`config.mk`:
```
export PLATFORM = sky130hd
export DESIGN_NAME = ixu_alu_pipe
export DESIGN_NICKNAME = d
export VERILOG_FILES = /design/src/verilog/ixu_isa_pkg.sv /design/src/verilog/ixu_pipe_pkg.sv /design/src/verilog/ixu_alu_pipe.sv
export SDC_FILE = /design/constraint.sdc
export NUM_CORES = 1
export LEC_CHECK = 0
export BUFFER_PORTS_ARGS = -buffer_cell sky130_fd_sc_hd__clkbuf_2
export CORE_ASPECT_RATIO = 0.9
export CORE_MARGIN = 3
export CORE_UTILIZATION = 30
export CTS_CLUSTER_DIAMETER = 80
export DETAILED_ROUTE_END_ITERATION = 16
export PLACE_DENSITY = 0.53
export REMOVE_ABC_BUFFERS = 1
export SYNTH_ARGS = -nofsm -noshare
export SYNTH_HDL_FRONTEND = slang
export SYNTH_SLANG_ARGS = --single-unit
```
`constraint.sdc`:
```
create_clock -name core_clock_i -period 5.5 [get_ports core_clock_i]
set_input_delay 0.825 -clock core_clock_i [delete_from_list [all_inputs] [get_ports core_clock_i]]
set_output_delay 0.825 -clock core_clock_i [all_outputs]
set_load 0.1 [all_outputs]
```
`src/verilog/ixu_isa_pkg.sv`:
```
`default_nettype none

package ixu_isa_pkg;

  // which pipe a micro-op goes to
  typedef enum logic [1:0] {
    CLASS_ALU = 2'd0,
    CLASS_MUL = 2'd1,
    CLASS_DIV = 2'd2
  } ixu_op_class_t;

  // ops up to SLTU run in the ALU pipe, the rest in the multi-cycle pipe
  typedef enum logic [4:0] {
    OP_ADD   = 5'd0,
    OP_SUB   = 5'd1,
    OP_AND   = 5'd2,
    OP_OR    = 5'd3,
    OP_XOR   = 5'd4,
    OP_SLL   = 5'd5,
    OP_SRL   = 5'd6,
    OP_SRA   = 5'd7,
    OP_SLT   = 5'd8,
    OP_SLTU  = 5'd9,
    OP_MUL   = 5'd10,
    OP_MULH  = 5'd11,
    OP_MULHU = 5'd12,
    OP_DIV   = 5'd13,
    OP_DIVU  = 5'd14,
    OP_REM   = 5'd15,
    OP_REMU  = 5'd16
  } ixu_op_t;

endpackage

`default_nettype wire

```
`src/verilog/ixu_pipe_pkg.sv`:
```
`default_nettype none

package ixu_pipe_pkg;
  import ixu_isa_pkg::*;

  typedef logic [31:0] xlen_data_t;
  typedef logic [4:0]  reg_idx_t;
  typedef logic [4:0]  rob_tag_t;

  // micro-op as it comes from issue, operands still as register numbers
  typedef struct packed {
    ixu_op_class_t op_class;
    ixu_op_t       op;
    reg_idx_t      rs1;
    reg_idx_t      rs2;
    reg_idx_t      rd;
    logic          use_imm;
    xlen_data_t    imm;
    rob_tag_t      rob_tag;
  } ixu_issue_t;

  // operands already read, b is the immediate when use_imm was set
  typedef struct packed {
    ixu_op_t    op;
    xlen_data_t a;
    xlen_data_t b;
    reg_idx_t   rd;
    rob_tag_t   rob_tag;
  } ixu_exec_t;

  // one completion, also the register file write
  typedef struct packed {
    reg_idx_t   rd;
    xlen_data_t data;
    rob_tag_t   rob_tag;
  } ixu_result_t;

endpackage

`default_nettype wire

```
`src/verilog/ixu_alu_pipe.sv`:
```
`timescale 1ns/10ps
`default_nettype none

module ixu_alu_pipe
  import ixu_isa_pkg::*;
  import ixu_pipe_pkg::*;
(
  input  wire            core_clock_i,
  input  wire            rst_i,
  input  wire            core_flush_i,
  input  wire ixu_exec_t req_i,
  input  wire            req_valid_i,
  output logic           req_ready_o,
  output ixu_result_t    res_o,
  output logic           res_valid_o,
  input  wire            res_ready_i
);

  xlen_data_t  alu_result;
  logic [4:0]  shamt;
  ixu_result_t res_q;
  logic        res_valid_q;

  assign shamt = req_i.b[4:0];

  always_comb begin
    case (req_i.op)
      OP_ADD:  alu_result = req_i.a + req_i.b;
      OP_SUB:  alu_result = req_i.a - req_i.b;
      OP_AND:  alu_result = req_i.a & req_i.b;
      OP_OR:   alu_result = req_i.a | req_i.b;
      OP_XOR:  alu_result = req_i.a ^ req_i.b;
      OP_SLL:  alu_result = req_i.a << shamt;
      OP_SRL:  alu_result = req_i.a >> shamt;
      OP_SRA:  alu_result = $signed(req_i.a) >>> shamt;
      OP_SLT:  alu_result = {31'd0, $signed(req_i.a) < $signed(req_i.b)};
      OP_SLTU: alu_result = {31'd0, req_i.a < req_i.b};
      default: alu_result = '0;
    endcase
  end

  // the slot frees up in the same cycle its result is taken
  assign req_ready_o = !res_valid_q || res_ready_i;

  always_ff @(posedge core_clock_i) begin
    if (rst_i || core_flush_i) begin
      res_valid_q <= 1'b0;
    end else if (req_ready_o) begin
      res_valid_q <= req_valid_i;
    end
  end

  always_ff @(posedge core_clock_i) begin
    if (req_valid_i && req_ready_o) begin
      res_q <= '{rd: req_i.rd, data: alu_result, rob_tag: req_i.rob_tag};
    end
  end

  assign res_o       = res_q;
  assign res_valid_o = res_valid_q;

endmodule

`default_nettype wire

```
# Yosys cells after proc, flatten, opt, wreduce, memory -nomap -nowiden
# Cells that the tools add are included.
[word_totals]
ff_bits = 43
in_bits = 84
output_inout_bits = 44
wordCells = 29
[classes]
add_sub_neg = 2
n_lt_le_gt_ge = 2
eq_ne = 9
shift = 3
n_mux = 1
n_bitwise = 3
reduce_logical = 5
[op_table]
columns = ["op", "count"]
rows = [
  ["32-bit case mux with 10 select lines", 1],
  ["32-bit less-than comparator", 2],
  ["32-bit adder", 1],
  ["32-bit bitwise AND", 1],
  ["32-bit OR", 1],
  ["32-bit by 5-bit << shifter with 32-bit output", 1],
  ["32-bit by 5-bit >> shifter with 32-bit output", 1],
  ["32-bit by 5-bit >>> shifter with 32-bit output", 1],
  ["32-bit subtractor", 1],
  ["32-bit XOR", 1],
  ["5-bit by 3-bit == test with 1-bit output (second input constant)", 4],
  ["5-bit by 2-bit == test with 1-bit output (second input constant)", 2],
  ["5-bit by 4-bit == test with 1-bit output (second input constant)", 2],
  ["5-bit by 1-bit == test with 1-bit output (second input constant)", 1],
  ["5-bit logical NOT", 1],
  ["1-bit logical OR", 2],
  ["1-bit logical AND", 1],
  ["1-bit logical NOT", 1],
]

# Logic depth before layout (Yosys ltp)
# Gate-level depths: netlist of the first run.
[depth]
word_depth = 3
depth_mapped = 15
depth_no_buf = 13

# Worst setup path before layout of the first run
# OpenSTA, ideal clock, no wires.
[synth_timing]
kind = "input to register"
startpoint = "input port req_i[12] (netlist name)"
endpoint = "register res_q, in the netlist res_o[5], data pin"
setup_ns = 0.261
arrival_time_ns = 3.996
required_time_ns = 5.239
path_slack_ns = 1.243
path_stages = 14
path_buffers = 4
cell_sequence = "buf_2 > inv_2 > buf_1 > buf_2 > buf_2 > ha_1 > nor2b_1 > o21ai_0 > a211oi_1 > o21ai_1 > or4_1 > a21boi_1 > nor2b_1 > a221o_1"
[synth_between]
elab_chain_len = 2
word_cells_on_any_way = 6
classes_between = "order compare (2); shift (3); mux (1)"
[synth_rtl]
columns = ["item", "line_no", "source"]
rows = [
  ["start: declaration", "ixu_alu_pipe.sv:11", "input wire ixu_exec_t req_i,"],
  ["32-bit less-than comparator (tied with other cells)", "ixu_alu_pipe.sv:37", "OP_SLTU: alu_result = {31'd0, req_i.a < req_i.b};"],
  ["32-bit case mux with 10 select lines (*)", "ixu_alu_pipe.sv:27", "case (req_i.op)"],
  ["net alu_result[0]", "ixu_alu_pipe.sv:19", "xlen_data_t alu_result;"],
  ["end signal: assignment", "ixu_alu_pipe.sv:55", "res_q <= '{rd: req_i.rd, data: alu_result, rob_tag: req_i.rob_tag};"],
  ["end: declaration", "ixu_alu_pipe.sv:21", "ixu_result_t res_q;"],
]
# The timed path passes the listed nets; every way through them passes the cells marked *.
# A chain may end at the register's enable or synchronous reset.

# Worst setup path after layout of the first run
[layout_timing]
startpoint = "input port req_i[10] (netlist name)"
endpoint = "register res_q, in the netlist res_o[33], data pin"
[layout_between]
elab_chain_len = 2
word_cells_on_any_way = 6
classes_between = "add/sub (2); shift (3); mux (1)"
[layout_rtl]
columns = ["item", "line_no", "source"]
rows = [
  ["32-bit subtractor (tied with other cells)", "ixu_alu_pipe.sv:29", "OP_SUB: alu_result = req_i.a - req_i.b;"],
  ["32-bit case mux with 10 select lines (*)", "ixu_alu_pipe.sv:27", ""],
  ["net alu_result[28]", "ixu_alu_pipe.sv:19", ""],
]
# Marked as above.

==> results of run 1 <==
[sequential cells by signal, indices dropped and copies added, names as in the netlist]
signal / cells
res_o: 42
res_valid_o: 1
[cell usage in the layout (no fill, tap or decap), types with 21 or more instances in the layout]
cell type / n
a21oi_1: 116
nor2_1: 159
ha_1: 99
a211oi_1: 31
mux4_2: 56
o21ai_0: 80
edfxtp_1: 42
nand2_1: 102
nor3_1: 30
mux2i_1: 37
clkbuf_2: 125
o211ai_1: 22
inv_1: 88
buf_4: 21
a221o_1: 21
[layout make-up]
class                           instances  area (sq um)  area share
Clock buffer                            6         128.9     0.01180
Inverter                               97         364.1     0.03333
Sequential cell                        43          1281      0.1173
Clock inverter                          2         12.51    0.001145
Multi-Input combinational cell       1050          7830      0.7167
Tap cell                              416         520.5     0.04764
Timing Repair Buffer                  147         788.3     0.07215
[final timing paths]
path         slack [ps]                        to
max reg2reg        3960       res_o[25]$_DFFE_PP_
min reg2reg         540  res_valid_o$_SDFFE_PP0N_
max                1180       res_o[33]$_DFFE_PP_
min                 540  res_valid_o$_SDFFE_PP0N_
[worst register-to-register path: stages (launching register included)]
cell and delay, ps:
dfxtp_1 310, nand2b_1 100, and2_2 150, buf_4 550
[routing by layer]
layer | up-vias | part of all wire | track usage
li1 | 4968 | - | -
met1 | 5504 | 0.43 | 0.3654
met2 | 800 | 0.42 | 0.3800
met3 | 99 | 0.12 | 0.05571
met4 | 4 | 0.030 | 0.07215
met5 | - | 0.00050 | 0
[cell families (layout without fill, tap and decap cells)]
family	count (synthesis)	count (layout)
AO/OA/AOI/OAI	454	454
AND/OR/NAND/NOR	392	392
buffers and inverters	189	252
adder cells (fa/ha/maj)	101	101
multiplexers	100	100
flip-flops	43	43
XOR/XNOR	3	3
[power breakdown]
group	switching, mW	total (mW)	internal (mW)	leakage (nW)
Sequential	0.00973	0.408	0.399	0.424
Clock	0.171	0.341	0.169	0.0669
Combinational	0.809	1.15	0.340	4.10
Total	0.990	1.90	0.908	4.59
[per-stage QoR]
stage / hold slack [ps] / instances / area (sq um)
after global routing: 599.2 / 1761 / 10930
after global placement: 509.5 / 1753 / 10780
after CTS: 544.9 / 1761 / 10930
after detailed placement: 528.9 / 1753 / 10780
after floorplan: 897.8 / 1190 / 9467
final: 540.3 / 1761 / 10930
==> results by group, run 1 <==
Layout
  • Final antenna diode count: 0
  • Final Util: 0.3394
  • Area Growth Syn to Fin: 10.67%
  • Fill count: 3,417
  • Layout cell share with drive strength beyond 1: 0.1777
  • NumNets Final: 1,529

Route
  • Detailed Route Iter0 Violations: around 1,800
  • Via count: between 10,000 and 15,000
  • # DRC: 0
  • TritonRoute pass-1 iters: 6
  • Final wirelength: between 40,000 and 50,000 um
  • DR vias/cell: 6.459
  • DR WL/cell: roughly 26 um
  • Antenna viol nets, final: 0

Outcome
  • Status: complete, no violations

Timing
  • Period utilization: 0.7854
  • RSZ-0062 raised after global routing: false
  • Final Hold Vio Count: 0
  • Fin Setup TNS: 0 ps
  • Final Skew: ~13 ps
  • Final WS setup: about 1200 ps
  • Worst-margin pin slew: about 1000 ps
  • Max Slew Vio Count: 0
  • Slew headroom: 0.3116
  • Final setup vio count: 0
  • Tmin final: around 4300 ps
  • Max frequency: between 200 and 250 MHz

Synth
  • Commonest cells post-synth: 159 x nor2_1, 116 x a21oi_1, 104 x nand2_1, 99 x ha_1, 88 x inv_1
  • Adder-cell share of the synthesized area: 0.1295
  • Compound-gate portion of the synthesized area: 0.3085
  • Yosys top cell by area: edfxtp_1
  • Cells after Synth: around 1,300
  • Yosys warnings: 0
  • Yosys cell types: 81
  • Synthesized area per cell: 7.700 sq um
  • EDFF count, synth: 42
  • Synthesized flop and latch total: 43
  • Mux contribution to synthesized area: 0.1733
  • Dominant synthesized flop cell: edfxtp_1
  • Share of flip-flops with an asynchronous set or reset: 0
  • Mapped Area: between 9000 and 10,000 sq um
  • XOR/XNOR Fraction of Synth Area: 0.002662
  • Post-synth top area share: 0.1278
  • Register area share after synthesis: 0.1298
  • Top cells by area, synth: edfxtp_1 13%, mux4_2 13%, ha_1 13%
  • Count leader, synth: nor2_1
  • Largest family of logic cells by synthesized area: compound AO/OA/AOI/OAI gates
  • Simple-gate share of the synthesized area: 0.1783

Clock network
  • Num CTS Buffers: 5
  • CTS tree: yes
  • Post-CTS Resized: 0
  • Worst-path clk slew: 80 ps
  • Clk sinks: 43
  • # hold bufs at CTS: 0
  • Root buffer cell: clkbuf_16
  • CTS max path bufs: 2
  • Postcts setup bufs: 0
  • H-tree levels: 2
  • Worst-skew pair later-pin latency: ~330 ps

Setup path
  • CP bufs+invs: 2
  • Crit-path most repeated cell: a211oi_1
  • Critical Path Source Type: input port
  • Largest delay share family, worst path: compound AO/OA/AOI/OAI gates
  • CP Capture Type: flop
  • Critical setup path kind: input port to flop
  • CP arrival: around 4500 ps
  • Critical path's slowest cell: o21ai_1
  • Cell depth of the worst setup path: 13
  • Top fanout value on the critical path: 33
  • Worst r2r src: res_valid_o$_SDFFE_PP0N_
  • Slowest stage delay, CP: roughly 430 ps
  • R2R depth: 3
  • Origin of the worst setup path: req_i[10]
  • WP data required: roughly 5600 ps
  • Crit-path cells: buf_4 -> ha_1 -> inv_1 -> fa_1 -> nor2b_1 -> o21ai_0 -> a211oi_1 -> o21ai_1 -> nand2_1 -> a211oi_1 -> a21o_1 -> o2111ai_1 -> a221oi_1

Global routing
  • Total track usage: 0.2536
  • Initial antenna violation count: 2
  • Pin count of the biggest net entering global routing: 74
  • Overflow after GRT: 0
  • Vias in the first global route: ~11,000
  • First-pass GRT wire length: a little under 70,000 um

Min path
  • Hold path startpoint: res_valid_o$_SDFFE_PP0N_
  • Hold Path Class: flop to flop
  • Worst hold stages: 2

Die
  • Core box area: 32,190 sq um
  • Chip height: around 180 um
  • Initial core utilization: 0.3066
  • Die width: 197.2 um
  • DIE AREA: roughly 35,000 sq um
  • I/O pin count: 128
  • Rows: 62

Flow run
  • Max-Cap Viols: 0

Placement
  • Post-DP HPWL: roughly 34,000 um
  • IO buf count: 127
  • Setup WS pre-CTS: 878.1 ps
  • Gpl congestion: 1.001

Power and ir drop
  • VDD IR max: 0.1074 mV
  • Pleak: about 4.6 nW
  • P per Cell Area: 173.7 nW/um^2
  • Total power: about 1.9 mW
No activity file was read; power rests on OpenSTA's default activity.
==> run 2, diff against run 1 <==
- PLACE_DENSITY: 0.53 -> 0.55
- clock period: 5.5 -> 3.6 ns (I/O delays scaled with it)
==> results by group, run 2 (same netlist as run 1, synthesis figures left out) <==
Route
  • Antenna viol nets, final: 0 (unchanged)
  • TritonRoute pass-1 iters: 5 (-1)
  • Via count: 11,620 (+2.1%)
  • # DRC: 0 (unchanged)
  • Final wirelength: 47,300 um (+3.2%)
  • DR vias/cell: 6.127 (-5.1%)
  • DR WL/cell: 24.94 um (-4.1%)
  • Detailed Route Iter0 Violations: 1,681 (-8.9%)

Global routing
  • First-pass GRT wire length: 69,810 um (+2.6%)
  • Initial antenna violation count: 1 (-1)
  • Pin count of the biggest net entering global routing: 86 (+16%)
  • Overflow after GRT: 0 (unchanged)
  • Total track usage: 0.2624 (+0.008832)
  • Vias in the first global route: 10,950 (+4.0%)

Outcome
  • Status: complete, no violations

Timing
  • Max Slew Vio Count: 0 (unchanged)
  • Max frequency: 290.0 MHz
  • Tmin final: 3448 ps
  • Final Hold Vio Count: 0 (unchanged)
  • Final Skew: 5.141 ps (-7.864 ps)
  • Final setup vio count: 0 (unchanged)
  • Slew headroom: 0.3018 (-0.009764)
  • Final WS setup: 151.8 ps (-1028 ps)
  • Period utilization: 0.9578
  • Worst-margin pin slew: 1047 ps (+14.65 ps)
  • RSZ-0062 raised after global routing: false

Layout
  • Max reg flops: 42 (unchanged)
  • NumNets Final: 1,664 (+8.8%)
  • Most frequent cells in the layout: 159 x nor2_1, 153 x buf_4, 125 x clkbuf_2
  • Layout cell share with drive strength beyond 1: 0.2520 (+0.07433)
  • Commonest non-fill, non-tap cell in the layout: nor2_1
  • Area Growth Syn to Fin: 21.82%
  • Final antenna diode count: 0 (unchanged)

Power and ir drop
  • VDD IR max: 0.1810 mV (+69%)
  • P per Cell Area: 268.8 nW/um^2 (+55%)
  • Pleak: 5.269 nW (+15%)
  • Total power: 3.233 mW (+70%)

Setup path
  • R2R Setup Slk: 1700 ps (-2260 ps)
  • CP arrival: 3480 ps (-970 ps)
  • Top fanout value on the critical path: 85 (+160%)
  • Critical setup path kind: input port to flop
  • Critical Path Source Type: input port
  • WP data required: 3640 ps (-1990 ps)
  • CP Capture Type: flop

Clock network
  • CTS max path bufs: 2 (unchanged)
  • Root buffer cell: clkbuf_16
  • Worst-skew pair later-pin latency: 330 ps (about the same)
  • H-tree levels: 2 (unchanged)
  • Postcts setup bufs: 0 (unchanged)
  • Num CTS Buffers: 5 (unchanged)
  • Clk sinks: 43 (unchanged)
  • Post-CTS Resized: 0 (unchanged)
  • # hold bufs at CTS: 0 (unchanged)
  • CTS tree: yes
  • Worst-path clk slew: 80 ps (about the same)

Die
  • Chip height: 178.1 um (unchanged)
  • Core box area: 32,190 sq um (unchanged)
  • Die width: 197.2 um (unchanged)
  • DIE AREA: 35,120 sq um (unchanged)
  • I/O pin count: 128 (unchanged)
  • Initial core utilization: 0.3066 (unchanged)
  • Rows: 62 (unchanged)

Placement
  • Post-DP HPWL: 36,720 um (+8.1%)
  • Setup WS pre-CTS: -191.5 ps (-1070 ps)
  • Gpl congestion: 0.9860 (-1.5%)
  • IO buf count: 127 (unchanged)

Flow run
  • Max-Cap Viols: 0 (unchanged)

Min path
  • Hold Path Class: input port to flop
run 2: changes by cell type in the layout (fill, tap and decap cells not counted), moves of 2 or more:
| cell | previous run | this run |
|---|---|---|
| buf_12 | 0 | 3 |
| nand2_2 | 2 | 0 |
| buf_4 | 21 | 153 |
| nand2_1 | 102 | 104 |
| bufinv_16 | 0 | 2 |
run 2: through the flow:
step,instance area (sq um),hold slack (ps),instances,setup TNS (ps),utilization
floorplan,9467,612.8,1190,0,-
finish,12030,363.5,1896,0,0.3736
detailed placement,11830,521.6,1888,-994.0,0.3674
CTS,12020,350.9,1896,0,0.3733
global placement,11830,505.5,1888,-544.4,0.3674
global route,12030,369.9,1896,0,0.3736
run 2: metal layers:
| layer | vias to the layer above | wire (um) | share of wire | global-route usage |
|---|---|---|---|---|
| met3 | 74 | 5145 | 0.11 | 0.06364 |
| li1 | 5261 | - | - | - |
| met2 | 694 | 19930 | 0.42 | 0.3905 |
| met4 | 2 | 1129 | 0.024 | 0.06473 |
| met5 | - | 7 | 0.00015 | 0 |
| met1 | 5586 | 21090 | 0.45 | 0.3806 |
run 2: layout make-up:
cell class / count / area (sq um)
Clock buffer: 6 / 128.9
Clock inverter: 2 / 60.06
Fill cell: 3390 / 20170
Inverter: 97 / 364.1
Multi-Input combinational cell: 1050 / 7833
Sequential cell: 43 / 1281
Tap cell: 416 / 520.5
Timing Repair Buffer: 282 / 1839
run 2: worst max-delay path, stage by stage:
cell,delay [ps]
buf_4,90
buf_4,110
buf_12,350
mux2_2,440
nand2_1,70
o21ai_0,110
nor2_1,120
a21oi_1,90
o211ai_1,430
o21ai_0,200
a221oi_1,570
o21ai_0,240
run 2: worst paths after layout:
check / from / to / cells after the start
worst min-delay path: core_flush_i / res_valid_o$_SDFFE_PP0N_ / 2
worst max register to register: res_valid_o$_SDFFE_PP0N_ / res_o[22]$_DFFE_PP_ / 3
worst max-delay path: req_i[10] / res_o[27]$_DFFE_PP_ / 12
worst min register to register: res_valid_o$_SDFFE_PP0N_ / res_valid_o$_SDFFE_PP0N_ / 2
run 2: report_power, final:
part / total, mW / switching [mW] / internal, mW / leakage, nW
sequential: 0.625 / 0.0154 / 0.609 / 0.424
clock: 0.678 / 0.277 / 0.401 / 0.0911
combinational: 1.93 / 1.28 / 0.650 / 4.75
==> run 3, diff against run 2 <==
- CORE_ASPECT_RATIO: 0.9 -> 1.75
==> results by group, run 3 (same netlist as run 1, synthesis figures left out) <==
Placement
  • Gpl congestion: 1.012 (+2.6%)
  • Post-placement cell count: 1,905 (+0.90%)
  • Placed instance area: 12,060 sq um (+1.9%)
  • Post-DP HPWL: 40,500 um (+10%)
  • IO buf count: 127 (unchanged)

Die
  • DIE AREA: 35,200 sq um (+0.23%)
  • Initial core utilization: 0.3054 (-0.001294)
  • Chip height: 246.0 um (+38%)
  • Core box area: 32,330 sq um (+0.42%)
  • Rows: 87 (+40%)
  • I/O pin count: 128 (unchanged)
  • Die width: 143.1 um (-27%)

Global routing
  • Initial antenna violation count: 1 (unchanged)
  • Pin count of the biggest net entering global routing: 86 (unchanged)
  • Overflow after GRT: 0 (unchanged)
  • Total track usage: 0.2807 (+0.01827)
  • First-pass GRT wire length: 74,380 um (+6.6%)
  • Vias in the first global route: 11,770 (+7.5%)

Timing
  • Final Skew: 12.92 ps (+7.778 ps)
  • Slew headroom: 0.3520 (+0.05019)
  • Worst-margin pin slew: 961.9 ps (-85.45 ps)
  • Final setup vio count: 0 (unchanged)
  • Period utilization: 0.9681 (+0.01025)
  • Final Hold Vio Count: 0 (unchanged)
  • Tmin final: 3485 ps (+36.88 ps)
  • Max frequency: 286.9 MHz (-1.1%)
  • Max Slew Vio Count: 0 (unchanged)
  • Hold Slack: 380.0 ps (+16.48 ps)
  • RSZ-0062 raised after global routing: false

Route
  • Detailed Route Iter0 Violations: 1,235 (-27%)
  • TritonRoute pass-1 iters: 5 (unchanged)
  • Antenna viol nets, final: 0 (unchanged)
  • Final wirelength: 50,860 um (+7.5%)
  • DR WL/cell: 26.57 um (+6.5%)
  • DR vias/cell: 6.216 (+1.4%)
  • Via count: 11,900 (+2.4%)
  • # DRC: 0 (unchanged)

Power and ir drop
  • Net load switching power: 1.614 mW (+2.6%)
  • Power share of the clock group: 0.191 (-0.019)
  • P per Cell Area: 264.0 nW/um^2 (-1.8%)
  • Switching Fraction: 0.4982 (+0.01172)
  • Seq pwr share: 0.192 (about the same)
  • Internal: 1.625 mW (-2.1%)
  • Total power: 3.239 mW (+0.18%)
  • Comb power frac: 0.617 (+0.020)
  • VDD IR max: 0.1793 mV (-0.95%)
  • Pleak: 5.431 nW (+3.1%)

Layout
  • Layout cell share with drive strength beyond 1: 0.2723 (+0.02028)
  • NumNets Final: 1,697 (+2.0%)
  • Commonest non-fill, non-tap cell in the layout: buf_4
  • Non-filler cells, final: 1,914 (+0.95%)
  • Fill count: 3,413 (+0.68%)
  • Finished Cell Area: 12,270 sq um (+2.0%)
  • Most frequent cells in the layout: 187 x buf_4, 159 x nor2_1, 125 x clkbuf_2
  • Area Growth Syn to Fin: 24.27%
  • Final Util: 0.3795 (+0.005893)
  • Max reg flops: 42 (unchanged)

Setup path
  • Worst r2r src: res_valid_o$_SDFFE_PP0N_
  • WP data required: 3670 ps (+30 ps)
  • R2R depth: 3 (unchanged)
  • CP arrival: 3550 ps (+70 ps)
  • Top fanout value on the critical path: 4 (-95%)
  • Critical Path Source Type: input port
  • Critical setup path kind: input port to flop
  • Worst R2R End: res_o[27]$_DFFE_PP_
  • CP Capture Type: flop
  • R2R Setup Slk: 1870 ps (+170 ps)

Min path
  • Hold Path Class: input port to flop
  • Hold Path End: res_valid_o$_SDFFE_PP0N_
  • Hold path startpoint: core_flush_i
  • Worst hold stages: 2 (unchanged)

Clock network
  • Root buffer cell: clkbuf_16
  • Worst-path clk slew: 80 ps (about the same)
  • Clk sinks: 43 (unchanged)
  • H-tree levels: 2 (unchanged)
  • Postcts setup bufs: 0 (unchanged)
  • CTS tree: yes
  • Num CTS Buffers: 5 (unchanged)
  • CTS max path bufs: 2 (unchanged)
  • Worst-skew pair later-pin latency: 320 ps (about the same)

Outcome
  • Status: complete, no violations

Flow run
  • Max-Cap Viols: 0 (unchanged)
==> run 3: what timing repair did <==
action	4_1_cts	5_1_grt
pin swaps	0	2
gates resized for setup	2	7
endpoints found under the setup margin	4	8
hold buffers	0	0
==> run 3: per-stage QoR <==
step / worst slack (ps) / TNS (ps)
3_3_place_gp: -426.8 / -2716
5_1_grt: 1.136 / 0
4_1_cts: 92.75 / 0
6_report: 114.9 / 0
3_5_place_dp: -484.8 / -2919
2_1_floorplan: 234.6 / 0
==> run 3: critical path: stages <==
cell	delay [ps]
buf_4	120
buf_4	140
ha_1	240
fa_1	420
a21o_1	190
nand4_1	210
a21oi_1	100
buf_4	160
o21ai_1	240
nand3_2	200
a221o_1	370
a221o_1	310
a221o_1	320
==> run 3: how the worst max path moves through the flow <==
stage               startpoint             endpoint  slack (ps)  cells past startpoint
global placement     req_i[42]   res_o[5]$_DFFE_PP_        -430                     13
floorplan            req_i[12]   res_o[5]$_DFFE_PP_         230                     10
detailed placement   req_i[42]   res_o[5]$_DFFE_PP_        -480                     13
global route         req_i[43]  res_o[36]$_DFFE_PP_           1                     14
finish               req_i[10]  res_o[29]$_DFFE_PP_         110                     13
CTS                  req_i[14]  res_o[29]$_DFFE_PP_          90                     14
==> run 3: metal layers <==
layer / routed length [um] / vias up / track usage
met1: 17470 / 5756 / 0.2975
met4: 4992 / 0 / 0.2202
met5: 0 / - / 0
met2: 25610 / 621 / 0.4981
li1: - / 5313 / -
met3: 2787 / 207 / 0.02758
==> run 3: area by class of cell <==
cell class              instances  area [sq um]  area share
repair buffers                315          2090      0.1703
inverters                      97         364.1     0.02968
clock buffers                   5         125.1     0.01020
clock inverters                 3         46.29    0.003774
multi-input cells            1050          7859      0.6406
well taps                     400         500.5     0.04080
flip-flops and latches         43          1281      0.1044
diodes                          1         2.502   0.0002040
==> run 3: power by group through the flow <==
stage               clock (mW)  combinational (mW)  sequential [mW]
floorplan                    0               0.843            0.952
global placement             0                1.95            0.634
detailed placement           0                1.95            0.634
CTS                      0.637                1.96            0.623
global route             0.641                2.11            0.627
finish                   0.619                2.00            0.622
